**config.mk**
```make
export PLATFORM = sky130hd
export DESIGN_NAME = router_top
export DESIGN_NICKNAME = d
export VERILOG_FILES = /design/src/design/router_pkg.sv /design/src/design/router_top.sv /design/src/design/output_port.sv /design/src/design/output_arbiter.sv /design/src/design/input_port.sv /design/src/design/flit_fifo.sv
export SDC_FILE = /design/constraint.sdc
export NUM_CORES = 1
export LEC_CHECK = 0
export BUFFER_PORTS_ARGS = -buffer_cell sky130_fd_sc_hd__buf_2
export CAP_MARGIN = 40
export CORE_UTILIZATION = 55
export CTS_CLUSTER_DIAMETER = 80
export CTS_CLUSTER_SIZE = 25
export DETAILED_ROUTE_END_ITERATION = 8
export PLACE_DENSITY_LB_ADDON = 0.15
export SYNTH_ARGS = -nofsm -noshare
export SYNTH_HDL_FRONTEND = slang
export SYNTH_SLANG_ARGS = --single-unit
```
**constraint.sdc**
```tcl
create_clock -name clk -period 8.4 [get_ports clk]
set_input_delay 1.68 -clock clk [delete_from_list [all_inputs] [get_ports clk]]
set_output_delay 1.68 -clock clk [all_outputs]
set_load 0.005 [all_outputs]
```
**src/design/router_pkg.sv**
```systemverilog
`default_nettype none

package router_pkg;

  typedef logic [31:0] flit_t;
  typedef logic [1:0] flit_type_t;
  typedef logic [3:0] coord_t;
  typedef logic [4:0] port_vec_t;

  typedef enum logic [2:0] {
    ARB_IDLE,
    ARB_N,
    ARB_E,
    ARB_W,
    ARB_S,
    ARB_L
  } arb_state_t;

  localparam flit_type_t FLIT_BODY = 2'b00;
  localparam flit_type_t FLIT_HEAD = 2'b01;
  localparam flit_type_t FLIT_TAIL = 2'b10;
  localparam flit_type_t FLIT_SINGLE = 2'b11;  // Head and tail in one flit.

  localparam int PORT_N = 0;
  localparam int PORT_E = 1;
  localparam int PORT_W = 2;
  localparam int PORT_S = 3;
  localparam int PORT_L = 4;
  localparam int NUM_PORTS = 5;

  function automatic flit_type_t flit_kind(flit_t f);
    return f[31:30];
  endfunction

  function automatic coord_t flit_dest_x(flit_t f);
    return f[29:26];
  endfunction

  function automatic coord_t flit_dest_y(flit_t f);
    return f[25:22];
  endfunction

endpackage

`default_nettype wire
```
**src/design/router_top.sv**
```systemverilog
`timescale 1ns/1ps
`default_nettype none

module router_top import router_pkg::*; #(
  parameter int fifo_depth = 4,
  parameter coord_t local_x = 4'd0,
  parameter coord_t local_y = 4'd0
) (
  input  logic      clk,
  input  logic      rst,
  input  flit_t     flit_in_n,
  input  flit_t     flit_in_e,
  input  flit_t     flit_in_w,
  input  flit_t     flit_in_s,
  input  flit_t     flit_in_l,
  input  port_vec_t rts_in,
  input  port_vec_t dcts_in,
  output port_vec_t dcts_out,
  output flit_t     flit_out_n,
  output flit_t     flit_out_e,
  output flit_t     flit_out_w,
  output flit_t     flit_out_s,
  output flit_t     flit_out_l,
  output port_vec_t rts_out
);

  flit_t flit_in_a [NUM_PORTS];
  flit_t head_a [NUM_PORTS];
  flit_t flit_out_a [NUM_PORTS];
  port_vec_t req_in [NUM_PORTS];     // By input, one bit per output.
  port_vec_t grant_in [NUM_PORTS];
  port_vec_t req_out [NUM_PORTS];    // By output, one bit per input.
  port_vec_t grant_out [NUM_PORTS];

  assign flit_in_a[PORT_N] = flit_in_n;
  assign flit_in_a[PORT_E] = flit_in_e;
  assign flit_in_a[PORT_W] = flit_in_w;
  assign flit_in_a[PORT_S] = flit_in_s;
  assign flit_in_a[PORT_L] = flit_in_l;

  assign flit_out_n = flit_out_a[PORT_N];
  assign flit_out_e = flit_out_a[PORT_E];
  assign flit_out_w = flit_out_a[PORT_W];
  assign flit_out_s = flit_out_a[PORT_S];
  assign flit_out_l = flit_out_a[PORT_L];

  for (genvar p = 0; p < NUM_PORTS; p++) begin : g_in
    input_port #(
      .fifo_depth(fifo_depth),
      .local_x(local_x),
      .local_y(local_y)
    ) in_port (
      .clk(clk),
      .rst(rst),
      .flit_in(flit_in_a[p]),
      .rts_in(rts_in[p]),
      .grant(grant_in[p]),
      .dcts_out(dcts_out[p]),
      .head_flit(head_a[p]),
      .req(req_in[p])
    );

    for (genvar o = 0; o < NUM_PORTS; o++) begin : g_xpose
      assign req_out[o][p] = req_in[p][o];
      assign grant_in[p][o] = grant_out[o][p];
    end
  end

  for (genvar o = 0; o < NUM_PORTS; o++) begin : g_out
    output_port out_port (
      .clk(clk),
      .rst(rst),
      .req(req_out[o]),
      .dcts_in(dcts_in[o]),
      .head_n(head_a[PORT_N]),
      .head_e(head_a[PORT_E]),
      .head_w(head_a[PORT_W]),
      .head_s(head_a[PORT_S]),
      .head_l(head_a[PORT_L]),
      .grant(grant_out[o]),
      .flit_out(flit_out_a[o]),
      .rts_out(rts_out[o])
    );
  end

endmodule

`default_nettype wire

```
**src/design/output_port.sv**
```systemverilog
`timescale 1ns/1ps
`default_nettype none

module output_port import router_pkg::*; (
  input  logic      clk,
  input  logic      rst,
  input  port_vec_t req,
  input  logic      dcts_in,
  input  flit_t     head_n,
  input  flit_t     head_e,
  input  flit_t     head_w,
  input  flit_t     head_s,
  input  flit_t     head_l,
  output port_vec_t grant,
  output flit_t     flit_out,
  output logic      rts_out
);

  port_vec_t xbar_sel;

  output_arbiter arb0 (
    .clk(clk),
    .rst(rst),
    .req(req),
    .dcts_in(dcts_in),
    .grant(grant),
    .xbar_sel(xbar_sel),
    .rts_out(rts_out)
  );

  // AND-OR select, an empty select gives zero on the link.
  assign flit_out = ({$bits(flit_t){xbar_sel[PORT_N]}} & head_n) |
                    ({$bits(flit_t){xbar_sel[PORT_E]}} & head_e) |
                    ({$bits(flit_t){xbar_sel[PORT_W]}} & head_w) |
                    ({$bits(flit_t){xbar_sel[PORT_S]}} & head_s) |
                    ({$bits(flit_t){xbar_sel[PORT_L]}} & head_l);

  a_sel_onehot: assert property (@(posedge clk) disable iff (rst) $onehot0(xbar_sel))
    else $error("output_port: crossbar select has more than one bit set.");

endmodule

`default_nettype wire

```
**src/design/output_arbiter.sv**
```systemverilog
`timescale 1ns/1ps
`default_nettype none

module output_arbiter import router_pkg::*; (
  input  logic      clk,
  input  logic      rst,
  input  port_vec_t req,
  input  logic      dcts_in,
  output port_vec_t grant,
  output port_vec_t xbar_sel,
  output logic      rts_out
);

  arb_state_t state_q;
  arb_state_t state_d;
  arb_state_t next_state;
  logic xfer;

  function automatic arb_state_t port_state(int idx);
    case (idx)
      PORT_N: return ARB_N;
      PORT_E: return ARB_E;
      PORT_W: return ARB_W;
      PORT_S: return ARB_S;
      default: return ARB_L;
    endcase
  endfunction

  // First requester at or after start, wrapping in N, E, W, S, L order.
  function automatic arb_state_t pick(port_vec_t r, int start);
    int idx;
    arb_state_t found;
    found = ARB_IDLE;
    for (int k = NUM_PORTS - 1; k >= 0; k--) begin
      idx = (start + k) % NUM_PORTS;
      if (r[idx]) begin
        found = port_state(idx);
      end
    end
    return found;
  endfunction

  // Starting at the current input keeps a packet locked while it requests.
  always_comb begin
    case (state_q)
      ARB_N: next_state = pick(req, PORT_N);
      ARB_E: next_state = pick(req, PORT_E);
      ARB_W: next_state = pick(req, PORT_W);
      ARB_S: next_state = pick(req, PORT_S);
      default: next_state = pick(req, PORT_L);  // Idle and local both start at local.
    endcase
  end

  always_comb begin
    case (state_q)
      ARB_N: xbar_sel = 5'b00001;
      ARB_E: xbar_sel = 5'b00010;
      ARB_W: xbar_sel = 5'b00100;
      ARB_S: xbar_sel = 5'b01000;
      ARB_L: xbar_sel = 5'b10000;
      default: xbar_sel = 5'b00000;
    endcase
  end

  assign xfer = rts_out && dcts_in;
  assign grant = xbar_sel & {NUM_PORTS{xfer}};

  // A pending flit pins the state until the receiver takes it.
  assign state_d = (rts_out && !dcts_in) ? state_q : next_state;

  always_ff @(posedge clk) begin
    if (rst) begin
      state_q <= ARB_IDLE;
      rts_out <= 1'b0;
    end else begin
      state_q <= state_d;
      rts_out <= (state_d != ARB_IDLE) && !xfer;
    end
  end

  a_grant_onehot: assert property (@(posedge clk) disable iff (rst) $onehot0(grant))
    else $error("output_arbiter: grant has more than one bit set.");

  a_hold: assert property (@(posedge clk) disable iff (rst)
    (rts_out && !dcts_in) |=> (rts_out && $stable(state_q)))
    else $error("output_arbiter: state or RTS moved under back-pressure.");

endmodule

`default_nettype wire

```
**src/design/input_port.sv**
```systemverilog
`timescale 1ns/1ps
`default_nettype none

module input_port import router_pkg::*; #(
  parameter int fifo_depth = 4,
  parameter coord_t local_x = 4'd0,
  parameter coord_t local_y = 4'd0
) (
  input  logic      clk,
  input  logic      rst,
  input  flit_t     flit_in,
  input  logic      rts_in,
  input  port_vec_t grant,
  output logic      dcts_out,
  output flit_t     head_flit,
  output port_vec_t req
);

  logic full;
  logic empty;
  logic starts_packet;
  logic ends_packet;
  coord_t dest_x;
  coord_t dest_y;
  port_vec_t route_q;
  port_vec_t route_calc;

  flit_fifo #(.fifo_depth(fifo_depth)) fifo0 (
    .clk(clk),
    .rst(rst),
    .wr_en(rts_in && dcts_out),
    .wr_flit(flit_in),
    .rd_en(|grant),          // Only one output can hold this input.
    .rd_flit(head_flit),
    .full(full),
    .empty(empty)
  );

  assign dcts_out = !full;

  assign dest_x = flit_dest_x(head_flit);
  assign dest_y = flit_dest_y(head_flit);
  assign starts_packet = (flit_kind(head_flit) == FLIT_HEAD) ||
                         (flit_kind(head_flit) == FLIT_SINGLE);
  assign ends_packet = (flit_kind(head_flit) == FLIT_TAIL) ||
                       (flit_kind(head_flit) == FLIT_SINGLE);

  // XY order, x is resolved first.
  always_comb begin
    route_calc = '0;
    if (dest_x > local_x) begin
      route_calc[PORT_E] = 1'b1;
    end else if (dest_x < local_x) begin
      route_calc[PORT_W] = 1'b1;
    end else if (dest_y > local_y) begin
      route_calc[PORT_S] = 1'b1;
    end else if (dest_y < local_y) begin
      route_calc[PORT_N] = 1'b1;
    end else begin
      route_calc[PORT_L] = 1'b1;
    end
  end

  always_comb begin
    if (empty) begin
      req = '0;
    end else if (route_q != '0) begin
      req = route_q;
    end else if (starts_packet) begin
      req = route_calc;  // Head cycle, route not yet held.
    end else begin
      req = '0;
    end
  end

  always_ff @(posedge clk) begin
    if (rst) begin
      route_q <= '0;
    end else if ((|grant) && ends_packet) begin
      route_q <= '0;
    end else if (!empty && (route_q == '0) && starts_packet) begin
      route_q <= route_calc;
    end
  end

  a_req_onehot: assert property (@(posedge clk) disable iff (rst) $onehot0(req))
    else $error("input_port: request has more than one bit set.");

  a_grant_req: assert property (@(posedge clk) disable iff (rst) (grant & ~req) == '0)
    else $error("input_port: grant without a matching request.");

endmodule

`default_nettype wire

```
**src/design/flit_fifo.sv**
```systemverilog
`timescale 1ns/1ps
`default_nettype none

module flit_fifo import router_pkg::*; #(
  parameter int fifo_depth = 4
) (
  input  logic  clk,
  input  logic  rst,
  input  logic  wr_en,
  input  flit_t wr_flit,
  input  logic  rd_en,
  output flit_t rd_flit,
  output logic  full,
  output logic  empty
);

  localparam int ptr_w = $clog2(fifo_depth);

  flit_t mem [fifo_depth];
  logic [ptr_w-1:0] wr_ptr;
  logic [ptr_w-1:0] rd_ptr;
  logic [ptr_w:0] count;

  assign rd_flit = mem[rd_ptr];  // Front flit, visible without a read.
  assign full = (count == fifo_depth[ptr_w:0]);
  assign empty = (count == '0);

  always_ff @(posedge clk) begin
    if (wr_en) begin
      mem[wr_ptr] <= wr_flit;
    end
  end

  // Pointers wrap on their own since the depth is a power of two.
  always_ff @(posedge clk) begin
    if (rst) begin
      wr_ptr <= '0;
      rd_ptr <= '0;
      count <= '0;
    end else begin
      if (wr_en) begin
        wr_ptr <= wr_ptr + 1'b1;
      end
      if (rd_en) begin
        rd_ptr <= rd_ptr + 1'b1;
      end
      case ({wr_en, rd_en})
        2'b10: count <= count + 1'b1;
        2'b01: count <= count - 1'b1;
        default: count <= count;
      endcase
    end
  end

  a_no_overflow: assert property (@(posedge clk) disable iff (rst) wr_en |-> !full)
    else $error("flit_fifo: write while full.");

  a_no_underflow: assert property (@(posedge clk) disable iff (rst) rd_en |-> !empty)
    else $error("flit_fifo: read while empty.");

endmodule

`default_nettype wire

```
==> results of run 1 <==
## state kept, by name (all words and copies together) (netlist names), named ones only
name,count
g_out.out_port.arb0.rts_out,5
g_in.in_port.fifo0.rd_ptr,10
g_in.in_port.fifo0.mem,640
g_in.in_port.route_q,15
g_in.in_port.fifo0.wr_ptr,10
g_out.out_port.arb0.state_q,15
g_in.in_port.fifo0.count,15
## routing by layer
metal,vias to the layer above,global-route usage (%),share of wire (%)
met5,-,0,0.077
met3,188,5.57,8.6
met2,1229,56.9,50
met4,12,11.0,3.3
met1,11500,44.6,38
li1,9440,-,-
## how the worst max path moves through the flow
stage / start / cells past startpoint / end / slack, ns
after detailed placement: flip-flop / 6 / flit_out_e[0] / 3.96
final: g_out[1].out_port.arb0.state_q[2] / 6 / flit_out_e[21] / 3.33
after floorplan: flip-flop / 7 / flit_out_w[10] / 4.43
after CTS: flip-flop / 6 / flit_out_e[0] / 3.30
after global routing: flip-flop / 6 / flit_out_e[0] / 3.10
after global placement: flip-flop / 6 / flit_out_s[3] / 3.95
## area by class of cell
| type | count | area (um^2) |
|---|---|---|
| tap | 782 | 978 |
| multi-input combinational | 1261 | 12100 |
| inverter | 35 | 131 |
| timing repair buffer | 397 | 2130 |
| antenna | 7 | 17.5 |
| fill | 4472 | 23000 |
| clock inverter | 15 | 239 |
| clock buffer | 49 | 1060 |
| sequential | 720 | 20800 |
## worst register-to-register path, stage by stage (launching register included)
cell	delay [ns]
sky130_fd_sc_hd__dfxtp_2	0.32
sky130_fd_sc_hd__buf_4	0.62
sky130_fd_sc_hd__mux4_2	0.79
sky130_fd_sc_hd__nor4_2	0.62
sky130_fd_sc_hd__a32oi_1	0.52
sky130_fd_sc_hd__o21ai_1	0.21
sky130_fd_sc_hd__mux2i_1	0.10
sky130_fd_sc_hd__o221a_1	0.25
sky130_fd_sc_hd__a311oi_1	0.50
sky130_fd_sc_hd__a311oi_2	0.17
## cells in the final DEF, fill, tap and decap left out, types with 5 or more instances in the layout
cell	n
sky130_fd_sc_hd__a22oi_1	130
sky130_fd_sc_hd__mux4_1	5
sky130_fd_sc_hd__fa_1	5
sky130_fd_sc_hd__a221oi_1	33
sky130_fd_sc_hd__clkbuf_1	8
sky130_fd_sc_hd__buf_4	56
sky130_fd_sc_hd__nor2_1	100
sky130_fd_sc_hd__diode_2	7
sky130_fd_sc_hd__a21o_1	6
sky130_fd_sc_hd__or3_1	10
sky130_fd_sc_hd__xor2_1	16
sky130_fd_sc_hd__or4_1	11
sky130_fd_sc_hd__o21a_1	6
sky130_fd_sc_hd__xnor2_1	9
sky130_fd_sc_hd__a31oi_1	12
sky130_fd_sc_hd__and3_1	21
sky130_fd_sc_hd__a21oi_1	97
sky130_fd_sc_hd__mux2_2	129
sky130_fd_sc_hd__clkbuf_16	41
sky130_fd_sc_hd__dfxtp_2	11
sky130_fd_sc_hd__nor4_1	7
sky130_fd_sc_hd__dfxtp_1	65
sky130_fd_sc_hd__nor2b_1	12
sky130_fd_sc_hd__o21ai_0	14
sky130_fd_sc_hd__and2_1	13
sky130_fd_sc_hd__inv_1	34
sky130_fd_sc_hd__edfxtp_1	640
sky130_fd_sc_hd__nor3b_1	10
sky130_fd_sc_hd__mux4_2	155
sky130_fd_sc_hd__nand2b_1	9
sky130_fd_sc_hd__o22ai_1	130
sky130_fd_sc_hd__nor3_1	19
sky130_fd_sc_hd__nand2_1	29
sky130_fd_sc_hd__nand3_1	13
sky130_fd_sc_hd__mux2i_1	161
sky130_fd_sc_hd__buf_2	341
sky130_fd_sc_hd__ha_1	25
## synth_stat cells (14+ instances only)
cell type                  instances  area, um^2
sky130_fd_sc_hd__a21oi_1          97         485
sky130_fd_sc_hd__a221oi_1         33         289
sky130_fd_sc_hd__a22oi_1         130         976
sky130_fd_sc_hd__and3_1           25         156
sky130_fd_sc_hd__buf_1            36         135
sky130_fd_sc_hd__clkbuf_1        117         439
sky130_fd_sc_hd__dfxtp_1          80        1600
sky130_fd_sc_hd__edfxtp_1        640       19200
sky130_fd_sc_hd__ha_1             25         313
sky130_fd_sc_hd__inv_1            34         128
sky130_fd_sc_hd__mux2_2          129        1450
sky130_fd_sc_hd__mux2i_1         161        1610
sky130_fd_sc_hd__mux4_2          155        3490
sky130_fd_sc_hd__nand2_1          29         109
sky130_fd_sc_hd__nor2_1          101         379
sky130_fd_sc_hd__nor2b_1          17         106
sky130_fd_sc_hd__nor3_1           19        95.1
sky130_fd_sc_hd__o21ai_0          14        70.1
sky130_fd_sc_hd__o22ai_1         130         813
sky130_fd_sc_hd__xor2_1           16         140
## kinds of logic after synthesis
group	share of synthesized area, %
DFF	61.7
AOI/OAI and AO/OA	9.57
and+or+nand+nor	4.41
buffers and inverters	2.70
adders and majority gates	1.22
xor gates and xnor gates	0.648
muxes	19.8
## stage by stage
stage | cell area [um^2] | cells
after floorplan | 33800 | 2195
after global placement | 36100 | 3195
after detailed placement | 36100 | 3195
after CTS | 37400 | 3259
after global routing | 37500 | 3262
final | 37500 | 3266
## power groups by stage
stage	Sequential (uW)	Clock, uW	Combinational, uW
after global placement	4240	0	1290
after global routing	4180	2310	1410
final	4170	2170	1340
after detailed placement	4250	0	1310
after CTS	4170	2190	1320
after floorplan	4210	0	807
==> impl_metrics.sql, run 1 <==
INSERT INTO impl_metrics (metric_group, metric, value, unit) VALUES
('worst_setup_path', 'critical_path_end_type', 'output port', ''),
('floorplanning', 'die_area', '62400', 'um^2'),
('worst_setup_path', 'crit_top_cell', 'sky130_fd_sc_hd__buf_4', ''),
('logic_synthesis', 'synthesis.area_per_instance', '15.4', 'um^2'),
('drt', 'finalWirelength', '105', 'mm'),
('power_and_ir_drop', 'switchingPower', '2120', 'uW'),
('cells_and_area', 'flow.area_growth_from_synthesis', '10.9', '%'),
('floorplanning', 'fp.dieH', '250', 'um'),
('clock_network', 'cts_num_sinks', '720', ''),
('timing', 'finalSetupViolCount', '0', ''),
('logic_synthesis', 'synthesis.instances', '2195', ''),
('logic_synthesis', 'yosys_warns', '0', ''),
('power_and_ir_drop', 'p_seq_share', '54.3', '%'),
('power_and_ir_drop', 'total_power', '7680', 'uW'),
('logic_synthesis', 'sequential_fraction_of_the_synthesis_area', '61.7', '%'),
('outcome', 'status', 'completed', ''),
('timing', 'final_sum_of_negative_setup_slack', '0', 'ns'),
('cells_and_area', 'final_util', '61.9', '%'),
('logic_synthesis', 'synthesis.nets', '2397', ''),
('global_route', 'grt_start_max_net_pins', '60', ''),
('floorplanning', 'placementRows', '90', ''),
('worst_hold_path', 'hold_path.startpoint', 'g_in[1].in_port.fifo0.wr_ptr[1]', ''),
('drt', 'average_wire_per_cell_in_the_routed_design', '32.1', 'um'),
('worst_setup_path', 'critical_path.cell_chain', 'buf_4 -> nor2b_2 -> buf_4 -> a22oi_1 -> o22ai_1 -> buf_2', ''),
('global_route', 'grt_first_pass_wirelength', '152', 'mm'),
('clock_network', 'hold_buffers', '0', ''),
('worst_setup_path', 'critical_path_required', '6.72', 'ns'),
('timing', 'slew_violations', '0', ''),
('timing', 'timing.hold.ws', '0.500', 'ns'),
('clock_network', 'h-tree-depth', '2', ''),
('logic_synthesis', 'yosys_register_bits', '720', ''),
('global_route', 'antenna_violations_before_repair', '14', ''),
('clock_network', 'post_cts_resize_count', '0', ''),
('drt', 'antenna_violating_nets_post_route', '0', ''),
('logic_synthesis', 'synth-edff-count', '640', ''),
('drt', 'detail_route.drc_violations', '0', ''),
('power_and_ir_drop', 'internal-power', '5560', 'uW'),
('power_and_ir_drop', 'power.clock.fraction', '28.2', '%'),
('power_and_ir_drop', 'vdd.ir_drop.worst', '223', 'uV'),
('logic_synthesis', 'ys_async_sr_fraction', '0', '%'),
('clock_network', 'cts_tree', 'done', ''),
('floorplanning', 'floorplan.die.width', '250', 'um'),
('global_route', 'grt_pass1_vias', '21800', ''),
('worst_setup_path', 'cell_family_with_the_largest_share_of_critical_path_delay', 'buffers and inverters', ''),
('worst_setup_path', 'cp_data_arrival_time', '3.39', 'ns'),
('drt', 'detailedRoute.firstPassIterationCount', '8', ''),
('job', 'maxCapViolations', '0', ''),
('power_and_ir_drop', 'powerDensity', '205', 'nW/um^2'),
('timing', 'final_worst_setup_slack', '3.33', 'ns'),
('cells_and_area', 'layout_cell_share_with_drive_strength_beyond_1', '31.5', '%'),
('global_route', 'grt_usage', '33.7', '%'),
('timing', 'fmaxAchievable', '197', 'MHz'),
('worst_setup_path', 'reg2reg_setup_slack', '4.13', 'ns'),
('worst_hold_path', 'min_path_cells', '2', ''),
('timing', 'skew', '0.0233', 'ns'),
('clock_network', 'postCtsSetupRepairBufs', '0', ''),
('place', 'number_of_port_buffers', '341', ''),
('worst_hold_path', 'whs_endpoint', 'g_in[1].in_port.fifo0.wr_ptr[1]', ''),
('timing', 'grt_setup_unrepaired', 'no', ''),
('place', 'gp_congestion', '1.02', ''),
('clock_network', 'cts_root_buf', 'sky130_fd_sc_hd__clkbuf_16', ''),
('power_and_ir_drop', 'standby_leakage_power', '0.0124', 'uW'),
('drt', 'route.detailed.vias_per_inst', '6.84', ''),
('timing', 'timing.max_slew.rel_slack', '33.5', '%'),
('global_route', 'grt_overflow', '0', ''),
('clock_network', 'numCtsBuffers', '40', ''),
('worst_setup_path', 'cp_max_fo', '42', ''),
('floorplanning', 'design.core.area', '60500', 'um^2'),
('power_and_ir_drop', 'netSwitchingFraction', '27.6', '%'),
('worst_setup_path', 'worstSetupStartpointType', 'flip-flop', ''),
('floorplanning', 'number_of_top_level_design_ports', '342', '');
No activity file was read; power rests on OpenSTA's default activity.
==> run 2, diff against run 1 <==
--- a/config.mk
+++ b/config.mk
@@ -7,7 +7,7 @@
 export LEC_CHECK = 0
 export BUFFER_PORTS_ARGS = -buffer_cell sky130_fd_sc_hd__buf_2
 export CAP_MARGIN = 40
-export CORE_UTILIZATION = 55
+export CORE_UTILIZATION = 54
 export CTS_CLUSTER_DIAMETER = 80
 export CTS_CLUSTER_SIZE = 25
 export DETAILED_ROUTE_END_ITERATION = 8
==> constraint.sdc (replaced) <==
create_clock -name clk -period 4.3 [get_ports clk]
set_input_delay 0.86 -clock clk [delete_from_list [all_inputs] [get_ports clk]]
set_output_delay 0.86 -clock clk [all_outputs]
set_load 0.005 [all_outputs]
==> impl_metrics.sql, run 2 (synthesis gave the netlist of run 1 again) <==
INSERT INTO impl_metrics (metric_group, metric, value, unit) VALUES
('outcome', 'status', 'completed', ''),
('worst_setup_path', 'crit-reg2reg-capture', 'g_out[4].out_port.arb0.rts_out', ''),
('timing', 'final_sum_of_negative_setup_slack', '0', 'ns'),
('place', 'detailed_place_hpwl', '72.0', 'mm'),
('floorplanning', 'die_area', '63500', 'um^2'),
('clock_network', 'cts_root_buf', 'sky130_fd_sc_hd__clkbuf_16', ''),
('drt', 'detail_route.drc_violations', '0', ''),
('clock_network', 'postCtsSetupRepairBufs', '0', ''),
('cells_and_area', 'layout.cells.non_filler', '3336', ''),
('global_route', 'antenna_violations_before_repair', '13', ''),
('cells_and_area', 'finalNetCount', '2672', ''),
('worst_hold_path', 'whs_endpoint', 'g_in[0].in_port.fifo0.mem[2][1]', ''),
('worst_setup_path', 'critical_path_required', '3.44', 'ns'),
('global_route', 'grt_first_pass_wirelength', '148', 'mm'),
('timing', 'min_period_over_period', '92.1', '%'),
('place', 'number_of_port_buffers', '341', ''),
('cells_and_area', 'flow.area_growth_from_synthesis', '12.0', '%'),
('power_and_ir_drop', 'internal-power', '11100', 'uW'),
('clock_network', 'cts_max_path_buffers', '3', ''),
('global_route', 'grt_pass1_vias', '21700', ''),
('worst_setup_path', 'critical_path_end_type', 'output port', ''),
('cells_and_area', 'seqCellArea', '20800', 'um^2'),
('worst_setup_path', 'length_in_cells_of_the_worst_reg_to_reg_path', '9', ''),
('drt', 'route.detailed.vias_per_inst', '6.69', ''),
('cells_and_area', 'mostFrequentLayoutCell', 'sky130_fd_sc_hd__edfxtp_1', ''),
('drt', 'detailedRoute.firstPassIterationCount', '8', ''),
('power_and_ir_drop', 'switchingPower', '4250', 'uW'),
('floorplanning', 'number_of_top_level_design_ports', '342', ''),
('floorplanning', 'start_util', '54.7', '%'),
('clock_network', 'h-tree-depth', '2', ''),
('timing', 'skew', '0.0341', 'ns'),
('timing', 'post_layout_min_period', '3.96', 'ns'),
('cells_and_area', 'n_fill_cell', '4699', ''),
('cells_and_area', 'layout_cell_share_with_drive_strength_beyond_1', '31.9', '%'),
('clock_network', 'worst_setup_hold_path_clk_slew', '0.10', 'ns'),
('floorplanning', 'floorplan.die.width', '252', 'um'),
('worst_hold_path', 'min_path_cells', '1', ''),
('drt', 'number_of_vias_after_detailed_routing', '22300', ''),
('clock_network', 'hold_buffers', '0', ''),
('global_route', 'grt_usage', '32.1', '%'),
('clock_network', 'post_cts_resize_count', '0', ''),
('place', 'total_instance_count_after_detailed_placement', '3263', ''),
('clock_network', 'numCtsBuffers', '42', ''),
('clock_network', 'clock_insertion_delay_at_the_later_pin_of_the_skew_report', '0.62', 'ns'),
('timing', 'worstMarginPinSlew', '0.970', 'ns'),
('power_and_ir_drop', 'netSwitchingFraction', '27.8', '%'),
('floorplanning', 'design.core.area', '61700', 'um^2'),
('cells_and_area', 'multi_input_comb_area', '12100', 'um^2'),
('clock_network', 'cts_tree', 'done', ''),
('timing', 'fmaxAchievable', '252', 'MHz'),
('drt', 'average_wire_per_cell_in_the_routed_design', '30.6', 'um'),
('worst_hold_path', 'hold_path.startpoint', 'flit_in_n[1]', ''),
('power_and_ir_drop', 'p_seq_share', '53.5', '%'),
('timing', 'grt_setup_unrepaired', 'no', ''),
('place', 'gp_congestion', '1.01', ''),
('timing', 'report.final.hold_viol_count', '0', ''),
('worst_setup_path', 'cp_max_fo', '24', ''),
('floorplanning', 'placementRows', '91', ''),
('timing', 'timing.hold.ws', '0.443', 'ns'),
('timing', 'slew_violations', '0', ''),
('drt', 'antenna_violating_nets_post_route', '0', ''),
('global_route', 'grt_overflow', '0', ''),
('cells_and_area', 'largest_register_ffs', '640', ''),
('worst_setup_path', 'cp_data_arrival_time', '3.10', 'ns'),
('power_and_ir_drop', 'comb_power_share', '16.8', '%'),
('power_and_ir_drop', 'powerDensity', '405', 'nW/um^2'),
('drt', 'finalWirelength', '102', 'mm'),
('worst_setup_path', 'reg2reg_setup_slack', '0.67', 'ns'),
('power_and_ir_drop', 'vdd.ir_drop.worst', '335', 'uV'),
('cells_and_area', 'layout_common_cells', '640 x sky130_fd_sc_hd__edfxtp_1, 341 x sky130_fd_sc_hd__buf_2, 161 x sky130_fd_sc_hd__mux2i_1', ''),
('worst_setup_path', 'worstSetupStartpointType', 'flip-flop', ''),
('cells_and_area', 'largest-register', 'g_in.in_port.fifo0.mem', ''),
('power_and_ir_drop', 'standby_leakage_power', '0.0126', 'uW'),
('clock_network', 'cts_num_sinks', '720', ''),
('power_and_ir_drop', 'power.clock.fraction', '29.7', '%'),
('timing', 'timing.max_slew.rel_slack', '35.3', '%'),
('job', 'maxCapViolations', '0', ''),
('drt', 'first_iter_violations', '2760', ''),
('worst_setup_path', 'timing.setup.critical_path_class', 'reg2out', ''),
('global_route', 'grt_start_max_net_pins', '65', ''),
('floorplanning', 'fp.dieH', '252', 'um'),
('timing', 'finalSetupViolCount', '0', ''),
('worst_hold_path', 'min-delay-path-class', 'in2reg', '');
## run 2: cell count changes in the layout (fill, tap and decap cells not counted), moves of 3 or more
cell	before	now
sky130_fd_sc_hd__buf_12	0	6
sky130_fd_sc_hd__inv_16	1	6
sky130_fd_sc_hd__buf_4	56	63
sky130_fd_sc_hd__clkbuf_1	8	5
## run 2: metal layers
layer	up-vias	GRT usage [%]	part of all wire (%)
li1	9470	-	-
met1	11300	43.6	38
met2	1288	52.3	48
met5	-	0	0.028
met3	215	5.32	9.1
met4	6	12.1	4.2
## run 2: power by group through the flow
stage | combinational (uW) | clock [uW] | sequential (uW)
3_5_place_dp | 2510 | 0 | 8350
5_1_grt | 2700 | 4820 | 8220
2_1_floorplan | 1580 | 0 | 8230
4_1_cts | 2520 | 4610 | 8190
6_report | 2570 | 4540 | 8190
3_3_place_gp | 2470 | 0 | 8320
## run 2: area by class of cell
class | count | area share, %
diodes | 7 | 0.0463
flip-flops and latches | 720 | 55.1
clock buffers | 48 | 2.89
inverters | 35 | 0.347
multi-input cells | 1261 | 31.9
well taps | 837 | 2.77
repair buffers | 410 | 6.08
clock inverters | 18 | 0.857
## run 2: worst max path at each step
stage	startpoint	endpoint
floorplan	flip-flop	flit_out_w[10]
global placement	flip-flop	g_out[4].out_port.arb0.rts_out
detailed placement	flip-flop	g_out[4].out_port.arb0.rts_out
CTS	flip-flop	flit_out_l[1]
global route	flip-flop	flit_out_l[22]
finish	flip-flop	flit_out_e[15]
## run 2: critical path, cell delays in order, from the launching register on
cell and delay, ns:
sky130_fd_sc_hd__dfxtp_2 0.56, sky130_fd_sc_hd__buf_12 0.28, sky130_fd_sc_hd__mux4_2 0.63, sky130_fd_sc_hd__mux2_2 0.30, sky130_fd_sc_hd__a22oi_1 0.26, sky130_fd_sc_hd__o22ai_1 0.23
sky130_fd_sc_hd__buf_2 0.20
## run 2: metrics by stage
stage          power (uW)  cell area, um^2  utilization (%)  worst slack (ns)
3_5_place_dp        10900            36400             59.0             0.705
5_1_grt             15700            37800             61.3             0.125
4_1_cts             15300            37800             61.3             0.298
2_1_floorplan        9800            33800                -              1.15
3_3_place_gp        10800            36300             58.9             0.716
6_report            15300            37800             61.3             0.338
